[config.mk]
export PLATFORM = sky130hd
export DESIGN_NAME = u409Top
export DESIGN_NICKNAME = d
export VERILOG_FILES = /design/src/u409Pkg.sv /design/src/u409Top.sv /design/src/cycleControl.sv /design/src/overlayControl.sv /design/src/addressDecode.sv /design/src/eClockGen.sv
export SDC_FILE = /design/constraint.sdc
export NUM_CORES = 1
export LEC_CHECK = 0
export BUFFER_PORTS_ARGS = -buffer_cell sky130_fd_sc_hd__buf_4
export CAP_MARGIN = 20
export CORE_MARGIN = 5
export CORE_UTILIZATION = 54
export DETAILED_ROUTE_END_ITERATION = 6
export GPL_TIMING_DRIVEN = 0
export HOLD_SLACK_MARGIN = 0.1
export PLACE_DENSITY = 0.78
export REMOVE_ABC_BUFFERS = 1
export SLEW_MARGIN = 20
export SYNTH_ARGS = -nofsm -noshare
export SYNTH_HDL_FRONTEND = slang
export SYNTH_HIERARCHICAL = 1
export SYNTH_SLANG_ARGS = --single-unit
export TNS_END_PERCENT = 100
[constraint.sdc]
create_clock -name clk40 -period 2.91 [get_ports clk40]
set_clock_uncertainty 0.1 [all_clocks]
set_input_delay 0.1455 -clock clk40 [delete_from_list [all_inputs] [get_ports clk40]]
set_output_delay 0.1455 -clock clk40 [all_outputs]
set_load 0.005 [all_outputs]
[src/u409Pkg.sv]
//////////////////////////////////////////////////
// U409 bus glue shared types
//////////////////////////////////////////////////

package u409Pkg;

    //////////////////////////////////////////////////
    // Vector types
    //////////////////////////////////////////////////

    // Upper CPU address bits seen by the decoder
    typedef logic [31:12] addrHi_t;

    // ROM wait-state counter
    typedef logic [3:0] waitCnt_t;

    // E-clock divider counter
    typedef logic [5:0] divCnt_t;

    //////////////////////////////////////////////////
    // Defaults for the top-level parameters
    //////////////////////////////////////////////////

    // Kickstart ROM needs three extra clocks at 40 MHz
    localparam waitCnt_t ROM_WAIT_DEF = 4'd3;

    // 40 MHz down to the 2 MHz CIA window
    localparam divCnt_t ECLK_DIV_DEF = 6'd20;

    // Region codes in address bits 23 to 16
    localparam logic [7:0] CIA_REGION = 8'hBF;
    localparam logic [7:0] REG_REGION = 8'hDF;

    //////////////////////////////////////////////////
    // Cycle controller states
    //////////////////////////////////////////////////

    // Idle waits for a decode, romWait counts wait states,
    // ciaWait holds chip selects until the E-clock window,
    // ack is the single ta cycle
    typedef enum logic [1:0] {
        idle,
        romWait,
        ciaWait,
        ack
    } cycleState_t;

endpackage
[src/u409Top.sv]
//////////////////////////////////////////////////
// U409 bus glue top level
//////////////////////////////////////////////////

`timescale 1ns/1ns

module u409Top #(
    parameter u409Pkg::waitCnt_t ROM_WAIT = u409Pkg::ROM_WAIT_DEF,
    parameter u409Pkg::divCnt_t  ECLK_DIV = u409Pkg::ECLK_DIV_DEF
) (
    input  logic             clk40,
    input  logic             rst,
    input  logic             ts,
    input  u409Pkg::addrHi_t addr,
    input  logic             rw,
    input  logic             ovlData,
    output logic             romEn,
    output logic             ciaSpace,
    output logic             nCiaCs0,
    output logic             nCiaCs1,
    output logic             nRamSpace,
    output logic             nRegSpace,
    output logic             ta,
    output logic             ovl
);

    // Decoder to controller
    logic decodeValid;
    logic romHit;
    logic ciaHit;
    logic cs0Sel;
    logic cs1Sel;
    logic cycleWrite;
    logic cycleOvlData;
    // Divider and overlay handshakes
    logic ciaEnable;
    logic ciaWriteDone;

    eClockGen #(.ECLK_DIV(ECLK_DIV)) eClock (
        .clk40(clk40), .rst(rst), .ciaEnable(ciaEnable)
    );

    addressDecode decode (
        .clk40(clk40), .rst(rst), .ts(ts), .addr(addr), .rw(rw),
        .ovlDataIn(ovlData), .ovl(ovl), .decodeValid(decodeValid),
        .romHit(romHit), .ciaHit(ciaHit), .cs0Sel(cs0Sel), .cs1Sel(cs1Sel),
        .cycleWrite(cycleWrite), .cycleOvlData(cycleOvlData), .romEn(romEn),
        .ciaSpace(ciaSpace), .nRamSpace(nRamSpace), .nRegSpace(nRegSpace)
    );

    // Overlay feeds back into the decoder
    overlayControl overlay (
        .clk40(clk40), .rst(rst), .ciaWriteDone(ciaWriteDone),
        .cycleOvlData(cycleOvlData), .ovl(ovl)
    );

    cycleControl #(.ROM_WAIT(ROM_WAIT)) cycle (
        .clk40(clk40), .rst(rst), .decodeValid(decodeValid),
        .romHit(romHit), .ciaHit(ciaHit), .cs0Sel(cs0Sel), .cs1Sel(cs1Sel),
        .cycleWrite(cycleWrite), .ciaEnable(ciaEnable), .ta(ta),
        .nCiaCs0(nCiaCs0), .nCiaCs1(nCiaCs1), .ciaWriteDone(ciaWriteDone)
    );

endmodule

[src/cycleControl.sv]
//////////////////////////////////////////////////
// ROM and CIA cycle controller
//////////////////////////////////////////////////

`timescale 1ns/1ns

module cycleControl #(
    parameter u409Pkg::waitCnt_t ROM_WAIT = u409Pkg::ROM_WAIT_DEF
) (
    input  logic clk40,
    input  logic rst,
    input  logic decodeValid,
    input  logic romHit,
    input  logic ciaHit,
    input  logic cs0Sel,
    input  logic cs1Sel,
    input  logic cycleWrite,
    input  logic ciaEnable,
    output logic ta,
    output logic nCiaCs0,
    output logic nCiaCs1,
    output logic ciaWriteDone
);

    import u409Pkg::*;

    // romWait runs ROM_WAIT-1 clocks, ack lands ROM_WAIT after decodeValid
    localparam waitCnt_t ROM_LOAD = (ROM_WAIT > 2) ? waitCnt_t'(ROM_WAIT - 2) : '0;
    // One wait state or less goes straight to ack
    localparam logic ROM_DIRECT = (ROM_WAIT < 2);

    cycleState_t state;
    cycleState_t stateNext;
    waitCnt_t    waitCnt;
    waitCnt_t    waitNext;
    logic        cs0Latch;
    logic        cs1Latch;
    logic        writeLatch;
    logic        cs0Next;
    logic        cs1Next;
    logic        startCycle;

    // A decode only counts while idle, a busy ts is dropped
    assign startCycle = (state == idle) && decodeValid;

    //////////////////////////////////////////////////
    // Cycle attributes
    //////////////////////////////////////////////////

    // Chip selects and direction held for the whole CIA cycle
    // since the decoder may move on at the next ts
    always_ff @(posedge clk40) begin
        if (startCycle) begin
            cs0Latch   <= cs0Sel;
            cs1Latch   <= cs1Sel;
            writeLatch <= cycleWrite;
        end
    end

    // Selects as seen by the next state
    assign cs0Next = (state == idle) ? cs0Sel : cs0Latch;
    assign cs1Next = (state == idle) ? cs1Sel : cs1Latch;

    //////////////////////////////////////////////////
    // Next state
    //////////////////////////////////////////////////

    always_comb begin
        stateNext = state;
        waitNext  = waitCnt;
        case (state)
            idle: begin
                if (decodeValid) begin
                    if (romHit) begin
                        if (ROM_DIRECT) begin
                            stateNext = ack;
                        end else begin
                            stateNext = romWait;
                            waitNext  = ROM_LOAD;
                        end
                    end else if (ciaHit) begin
                        stateNext = ciaWait;
                    end
                    // Other regions get no ta here, stay idle
                end
            end
            romWait: begin
                if (waitCnt == '0) begin
                    stateNext = ack;
                end else begin
                    waitNext = waitCnt - 1'b1;
                end
            end
            ciaWait: begin
                // Finish on the first E-clock window
                if (ciaEnable) begin
                    stateNext = ack;
                end
            end
            ack: begin
                stateNext = idle;
            end
            default: begin
                stateNext = idle;
            end
        endcase
    end

    //////////////////////////////////////////////////
    // State and registered outputs
    //////////////////////////////////////////////////

    // Outputs are decoded from the next state so that
    // they line up with the state register
    always_ff @(posedge clk40) begin
        if (rst) begin
            state        <= idle;
            waitCnt      <= '0;
            ta           <= 1'b0;
            nCiaCs0      <= 1'b1;
            nCiaCs1      <= 1'b1;
            ciaWriteDone <= 1'b0;
        end else begin
            state   <= stateNext;
            waitCnt <= waitNext;
            // Single ta per answered cycle
            ta      <= (stateNext == ack);
            // Low through ciaWait, released with ta
            nCiaCs0 <= !((stateNext == ciaWait) && cs0Next);
            nCiaCs1 <= !((stateNext == ciaWait) && cs1Next);
            // CIA-A write ending now, overlay loads next clock
            ciaWriteDone <= (state == ciaWait) && ciaEnable && cs0Latch && writeLatch;
        end
    end

endmodule

[src/overlayControl.sv]
//////////////////////////////////////////////////
// ROM overlay register
//////////////////////////////////////////////////

`timescale 1ns/1ns

module overlayControl (
    input  logic clk40,
    input  logic rst,
    input  logic ciaWriteDone,
    input  logic cycleOvlData,
    output logic ovl
);

    //////////////////////////////////////////////////
    // Overlay flag
    //////////////////////////////////////////////////

    // Reset brings the overlay up so the CPU fetches its
    // reset vectors from ROM at address zero
    //
    // Boot code drops it by writing CIA-A port A with bit 0 low
    // A later write with bit 0 high puts it back

    always_ff @(posedge clk40) begin
        if (rst) begin
            ovl <= 1'b1;
        end else if (ciaWriteDone) begin
            // Bit captured at ts of the finishing write
            ovl <= cycleOvlData;
        end
    end

    // The rest of the CIA-A port bits live in the CIA itself
    // Only the overlay copy is kept here for the decoder

endmodule

[src/addressDecode.sv]
//////////////////////////////////////////////////
// Zorro 2 address decoder
//////////////////////////////////////////////////

`timescale 1ns/1ns

module addressDecode (
    input  logic             clk40,
    input  logic             rst,
    input  logic             ts,
    input  u409Pkg::addrHi_t addr,
    input  logic             rw,
    input  logic             ovlDataIn,
    input  logic             ovl,
    output logic             decodeValid,
    output logic             romHit,
    output logic             ciaHit,
    output logic             cs0Sel,
    output logic             cs1Sel,
    output logic             cycleWrite,
    output logic             cycleOvlData,
    output logic             romEn,
    output logic             ciaSpace,
    output logic             nRamSpace,
    output logic             nRegSpace
);

    import u409Pkg::*;

    addrHi_t addrReg;
    logic    rwReg;
    logic    ovlDataReg;
    logic    addrLoaded;
    logic    z2Space;
    logic    romSel;
    logic    ciaSel;
    logic    ramSel;
    logic    regSel;

    //////////////////////////////////////////////////
    // Capture on transfer start
    //////////////////////////////////////////////////

    // Address, direction and data bit 0 of the current cycle
    always_ff @(posedge clk40) begin
        if (ts) begin
            addrReg    <= addr;
            rwReg      <= rw;
            ovlDataReg <= ovlDataIn;
        end
    end

    // decodeValid follows ts by one clock
    // addrLoaded keeps the level outputs quiet until the first cycle
    always_ff @(posedge clk40) begin
        if (rst) begin
            decodeValid <= 1'b0;
            addrLoaded  <= 1'b0;
        end else begin
            decodeValid <= ts;
            addrLoaded  <= addrLoaded | ts;
        end
    end

    //////////////////////////////////////////////////
    // Region decode
    //////////////////////////////////////////////////

    // Only the low 16 MB responds, Zorro 3 space is left alone
    assign z2Space = (addrReg[31:24] == 8'h00);

    // Boot image at the reset vector while the overlay is up, else at F80000
    assign romSel = z2Space && (ovl ? (addrReg[23:21] == 3'b000)
                                    : (addrReg[23:19] == 5'b11111));

    assign ciaSel = z2Space && (addrReg[23:16] == CIA_REGION);
    // Chip RAM shows through only once the overlay is gone
    assign ramSel = z2Space && !ovl && (addrReg[23:21] == 3'b000);
    assign regSel = z2Space && (addrReg[23:16] == REG_REGION);

    // Levels for the cycle controller, sampled with decodeValid
    assign romHit = romSel;
    assign ciaHit = ciaSel;
    // CIA-A on A12, CIA-B on A13, both may be picked at once
    assign cs0Sel = ciaSel && addrReg[12];
    assign cs1Sel = ciaSel && addrReg[13];
    assign cycleWrite   = !rwReg;
    assign cycleOvlData = ovlDataReg;

    // Held until the next ts
    assign romEn    = addrLoaded && romSel;
    assign ciaSpace = addrLoaded && ciaSel;

    // One-clock strobes to the chip-bus controller
    assign nRamSpace = !(decodeValid && ramSel);
    assign nRegSpace = !(decodeValid && regSel);

endmodule

[src/eClockGen.sv]
//////////////////////////////////////////////////
// E-clock window generator
//////////////////////////////////////////////////

`timescale 1ns/1ns

module eClockGen #(
    parameter u409Pkg::divCnt_t ECLK_DIV = u409Pkg::ECLK_DIV_DEF
) (
    input  logic clk40,
    input  logic rst,
    output logic ciaEnable
);

    import u409Pkg::*;

    // Reload value, counter runs ECLK_DIV states from load down to zero
    localparam divCnt_t DIV_LOAD = divCnt_t'(ECLK_DIV - 1);

    divCnt_t divCnt;
    logic    terminal;

    // Terminal count of the divider
    assign terminal = (divCnt == '0);

    //////////////////////////////////////////////////
    // Divider counter
    //////////////////////////////////////////////////

    // Down counter, restarts from the load value at zero
    always_ff @(posedge clk40) begin
        if (rst) begin
            divCnt <= DIV_LOAD;
        end else if (terminal) begin
            divCnt <= DIV_LOAD;
        end else begin
            divCnt <= divCnt - 1'b1;
        end
    end

    //////////////////////////////////////////////////
    // Enable pulse
    //////////////////////////////////////////////////

    // One clock high per period
    // Registered, so the first pulse lands ECLK_DIV clocks after reset
    always_ff @(posedge clk40) begin
        if (rst) begin
            ciaEnable <= 1'b0;
        end else begin
            ciaEnable <= terminal;
        end
    end

    // This stands in for the 68000 E phase the 8520s expect
    // The cycle controller only needs the window edge, not the clock itself

endmodule

# Word-level counts from Yosys, hierarchy flattened
# Cells that the tools add are included.
[totals] ff_bits=45 inputBits=25 output_inout_bits=8 elab_cells=75
[classes] addsub=2 eq_ne=11 mux=13 bitwise=1 n_reduce_logical=31
[op_table] op="$logic_and A1 B1 Y1" n=17
[op_table] op="$eq A8 B8 Y1 const B" n=2
[op_table] op="$mux W4" n=3
[op_table] op="$mux W2" n=5
[op_table] op="$eq A2 B2 Y1 const B" n=4
[op_table] op="$logic_not A8 Y1" n=1
[op_table] op="$pmux W2 S4" n=1
[op_table] op="$pmux W4 S2" n=1
[op_table] op="$logic_not A1 Y1" n=6
[op_table] op="$logic_not A6 Y1" n=1
[op_table] op="$ne A2 B2 Y1 const B" n=3
[op_table] op="$sub A6 B1 Y6 const B" n=1
[op_table] op="$eq A5 B5 Y1 const B" n=1
[op_table] op="$logic_not A4 Y1" n=1
[op_table] op="$reduce_and A4 Y1" n=1
[op_table] op="$sub A4 B1 Y4 const B" n=1
[op_table] op="$logic_not A3 Y1" n=1
[op_table] op="$mux W1" n=3
[op_table] op="$eq A2 B1 Y1 const B" n=1
[op_table] op="$logic_not A2 Y1" n=1
[op_table] op="$reduce_bool A2 Y1" n=1
[op_table] op="$reduce_or A2 Y1" n=1
[op_table] op="$or A1 B1 Y1" n=1

# Longest topological paths before layout
[logic_depth] ltp_word=9 mapped_depth=6 depth_no_buf=6

# Modules after synthesis
# The synthesis kept the hierarchy.
[modules_own_cells] module="addressDecode" instances=1 cells_per_inst=45 area_per_inst_um2=814.5
[modules_own_cells] module="cycleControl" instances=1 cells_per_inst=59 area_per_inst_um2=614.3
[modules_own_cells] module="eClockGen" instances=1 cells_per_inst=30 area_per_inst_um2=315.3
[modules_own_cells] module="overlayControl" instances=1 cells_per_inst=3 area_per_inst_um2=35.0

# Least setup slack after synthesis
# OpenSTA, ideal clock, no wires.
[synth_path] kind="reg-to-reg" start="register decode.addrReg[13]" end="register cycle.waitCnt[2]" setup_ps=70 arrival_ps=2152 setup_slack_ps=588 stages_incl_launch_ff=7 path_buffers=0 period_less_slack_ps=2322 cell_sequence="edfxtp_1 or4_4 or2_2 nor2_1 a21oi_1 or4_1 a21oi_1"
[synth_between] elab_chain_len=4
[synth_rtl] item="start, declared" line_no="addressDecode.sv:30" rtl="addrHi_t addrReg;"
[synth_rtl] item="start signal, assigned" line_no="addressDecode.sv:47" rtl="addrReg <= addr;"
[synth_rtl] item="$logic_not A8 Y1" line_no="addressDecode.sv:70" rtl="assign z2Space = (addrReg[31:24] == 8'h00);"
[synth_rtl] item="$logic_and A1 B1 Y1" line_no="addressDecode.sv:73" rtl="assign romSel = z2Space && (ovl ? (addrReg[23:21] == 3'b000)"
[synth_rtl] item="net romHit" line_no="u409Top.sv:29" rtl="logic romHit;"
[synth_rtl] item="$ne A2 B2 Y1 (no line)"
[synth_rtl] item="$reduce_and A4 Y1 (no line)"
[synth_rtl] item="end signal, assigned" line_no="cycleControl.sv:125" rtl="waitCnt <= waitNext;"
[synth_rtl] item="end, declared" line_no="cycleControl.sv:34" rtl="waitCnt_t waitCnt;"
# The timed path passes the listed nets, and every way through them passes these cells.
# A chain may end at the register's enable or synchronous reset.

# Final worst setup path
# Ends and elaborated chain as after synthesis.

==> impl_metrics.env <==
export IMPL_whs_endpoint="eClock/divCnt[0]"
export IMPL_drive_gt1_frac=0.260
export IMPL_timing_fmax_ghz=0.387
export IMPL_drt_initial_drc_count=95
export IMPL_comb_power_share=0.080
export IMPL_synth_area_mm2=0.00178
export IMPL_slowest_delay_ns=0.56
export IMPL_switchingPower_mw=0.237
export IMPL_fin_util=0.757
export IMPL_grt_pass1_vias=1350
export IMPL_worstPathRequired_ns=3.10
export IMPL_synth_cells=137
export IMPL_synth_xor_area_share=0.0148
export IMPL_yosysWarnings=6
export IMPL_h_tree_depth=2
export IMPL_critical_path_class="flop to flop"
export IMPL_diodes=0
export IMPL_die_y_um=67.4
export IMPL_synth_top_cells_by_area="edfxtp_1, dfxtp_1, ha_1"
export IMPL_vias=1259
export IMPL_synth_distinct_cells=48
export IMPL_min_period_ns=2.58
export IMPL_leakage_nw=0.927
export IMPL_gr_usage_met3=0.0366
export IMPL_cts_tree="done"
export IMPL_power_frac_seq=0.604
export IMPL_hold_start="eClock/divCnt[0]"
export IMPL_ys_flop_type="edfxtp_1"
export IMPL_maxCapViolCount=0
export IMPL_min_path_cells=1
export IMPL_io_buffer_count=30
export IMPL_regToRegSetupSlack_ns=0.33
export IMPL_status="complete, no violations"
export IMPL_power_density_mw_per_mm2=486
export IMPL_drtAntennaViolNets=0
export IMPL_avgSynthCellArea_um2=13.0
export IMPL_ff2ff_path_depth=6
export IMPL_area_delta_synth_final_pct=32.1
export IMPL_placementRows=20
export IMPL_chipWidth_um=67.4
export IMPL_register_area_mm2=0.00109
export IMPL_wl_per_cell_um=14.6
export IMPL_path_common_cell="a21oi_1"
export IMPL_drt_vias_per_instance=5.25
export IMPL_post_dp_cell_area_mm2=0.00204
export IMPL_num_io_pins=33
export IMPL_grt_max_degree=23
export IMPL_synthAdderAreaFrac=0.0281
export IMPL_p_clk_frac=0.316
export IMPL_ys_async_sr_fraction=0
export IMPL_end_kind="flop"
export IMPL_clock_sinks=43
export IMPL_synth_mux_area_frac=0.0183
export IMPL_die_area_mm2=0.00454
export IMPL_grt_usage=0.178
export IMPL_path_clk_slew_ns=0.12
export IMPL_route_detailed_drc=0
export IMPL_cts_made_buffers=5
export IMPL_top_usage_layer="met2"
export IMPL_cp_arrival_ns=2.77
export IMPL_cts_root_buf="clkbuf_4"
export IMPL_synth_compound_area_frac=0.0928
export IMPL_maxSlewViolCount=0
export IMPL_clk_path_buf_depth=2
export IMPL_crit_path_top_delay_cell="or4_4"
export IMPL_gr_usage_met2=0.333
export IMPL_cts_resized=0
export IMPL_synth_top_area_frac=0.388
export IMPL_dr_pass1_iters=4
export IMPL_worstPathMaxFanout=6
export IMPL_worstMarginPinSlew_ns=0.469
export IMPL_synth_seq_area_share=0.613
export IMPL_grt_pass1_wl_um=5990
export IMPL_yosys_area_top_type="edfxtp_1"
export IMPL_ir_worst_vdd_uv=318
export IMPL_r2r_end="cycle/waitCnt[2]"
export IMPL_final_nets=224
export IMPL_setup_viol=0
export IMPL_swShare=0.208
export IMPL_synth_top_family_by_area="simple AND/OR/NAND/NOR gates"
export IMPL_antenna_found_initial=0
export IMPL_routed_wl_um=3510
export IMPL_crit_start="decode/addrReg[13]"
export IMPL_worst_setup_path_start_kind="flop"
export IMPL_grt_util_met1=0.198
export IMPL_grt_setup_unrepaired="no"
export IMPL_insertion_delay_ns=0.34
export IMPL_fillerInstances=200
export IMPL_grt_overflow_total=0
export IMPL_synth_simple_area_share=0.207
export IMPL_postLayoutCellArea_mm2=0.00235
export IMPL_setup_tns_ns=0
export IMPL_slew_headroom=0.686
export IMPL_cp_cell_sequence="or4_4, or2_2, nor2_1, a21oi_1, or4_1, a21oi_1"
export IMPL_ys_seq_elements=43
export IMPL_core_mm2=0.00310
export IMPL_multi_input_area_um2=642
export IMPL_hold_class="flop to flop"
export IMPL_hold_viol=0
export IMPL_start_util=0.573
export IMPL_timing_rr_start="decode/addrReg[13]"
export IMPL_synth_edf_count=23
export IMPL_hpwlAfterDp_um=2300
export IMPL_globalplace_congestion=0.756
export IMPL_p_int_mw=0.905
export IMPL_min_period_over_period=0.888
worst max path at each step:
stage                       end  slack, ns  cells past startpoint
2_1_floorplan  cycle/waitCnt[2]       0.59                      6
3_3_place_gp   cycle/waitCnt[2]       0.45                      6
3_5_place_dp   cycle/waitCnt[2]       0.34                      6
4_1_cts        cycle/waitCnt[2]       0.30                      6
5_1_grt        cycle/waitCnt[2]       0.21                      6
6_report       cycle/waitCnt[2]       0.33                      6
cell usage after synthesis (3+ instances only):
| master | n |
|---|---|
| and2_1 | 3 |
| and3_1 | 3 |
| ha_1 | 4 |
| nand2_1 | 8 |
| edfxtp_1 | 23 |
| dfxtp_1 | 20 |
| inv_1 | 8 |
| nand3_1 | 4 |
| nor3_1 | 3 |
| nor2_1 | 6 |
| nor2b_1 | 3 |
layer usage:
layer / share of wire / vias up
li1: - / 627
met1: 0.39 / 591
met2: 0.54 / 32
met3: 0.042 / 9
met4: 0.021 / 0
met5: 0 / -
kinds of logic (layout without fill, tap and decap cells):
group           after synthesis  after routing
compound gates               20             20
xor+xnor                      3              3
fa+ha+maj                     4              4
buf+inv                      10             69
flops                        43             43
mux                           3              3
simple gates                 54             54
power by group through the flow:
stage | registers [mW] | clock network (mW) | logic, mW
after floorplan | 0.699 | 0 | 0.0297
after global placement | 0.701 | 0 | 0.0620
after detailed placement | 0.704 | 0 | 0.0660
after CTS | 0.690 | 0.367 | 0.0907
after global routing | 0.694 | 0.390 | 0.101
final | 0.690 | 0.360 | 0.0917
metrics by stage:
stage / hold WS, ns / setup WS, ns / instances / power [mW]
CTS: 0.337 / 0.300 / 240 / 1.15
global route: 0.366 / 0.207 / 240 / 1.19
detailed placement: 0.225 / 0.342 / 209 / 0.770
global placement: 0.223 / 0.445 / 209 / 0.763
finish: 0.332 / 0.325 / 240 / 1.14
floorplan: 0.115 / 0.588 / 135 / 0.728
repair_timing:
action / 4_1_cts / 5_1_grt
hold buffers: 23 / 0
buffers inserted: 0 / 0
hold endpoints to repair: 50 / 0
state kept, by name, summed over array words and instances, names as in the netlist:
register / flops
cycle/cs0Latch: 1
cycle/state: 2
cycle/cs1Latch: 1
cycle/waitCnt: 4
cycle/nCiaCs0: 1
cycle/nCiaCs1: 1
eClock/ciaEnable: 1
cycle/ta: 1
decode/decodeValid: 1
decode/addrReg: 18
cycle/writeLatch: 1
eClock/divCnt: 6
overlay/ovl: 1
cycle/ciaWriteDone: 1
decode/addrLoaded: 1
decode/cycleOvlData: 1
decode/rwReg: 1
worst max-delay path, delay by kind of cell, from the launching register on:
kind | cells | cell delay, ns
AND/OR/NAND/NOR | 4 | 1.69
flip-flops | 1 | 0.39
AO/OA/AOI/OAI | 2 | 0.34
final cells by class:
type	instances	area share
flip-flops and latches	43	0.464
multi-input cells	84	0.273
repair buffers	53	0.194
well taps	44	0.0234
clock inverters	3	0.0165
clock buffers	5	0.0160
inverters	8	0.0128
placed cells by master, fill, tap and decap left out, drive strengths merged, types with 2 or more instances in the layout:
cell | netlist | routed
nand2b | 2 | 2
nor4 | 3 | 3
dfxtp | 20 | 20
nand3 | 4 | 4
o31a | 2 | 2
or3 | 2 | 2
buf | 2 | 30
nor3 | 4 | 4
a21oi | 2 | 2
inv | 8 | 8
o211ai | 2 | 2
nor2b | 3 | 3
edfxtp | 23 | 23
ha | 4 | 4
or4 | 3 | 3
a211oi | 2 | 2
and2 | 4 | 4
xor2 | 2 | 2
o21ai | 2 | 2
a31oi | 2 | 2
mux2 | 2 | 2
nand2 | 8 | 8
a211o | 2 | 2
or2 | 2 | 2
dlygate4sd3 | 0 | 23
nor3b | 4 | 4
and3 | 3 | 3
nor2 | 6 | 6
clkinv | 0 | 2
clkbuf | 0 | 5
(Power assumes the default switching activity.)
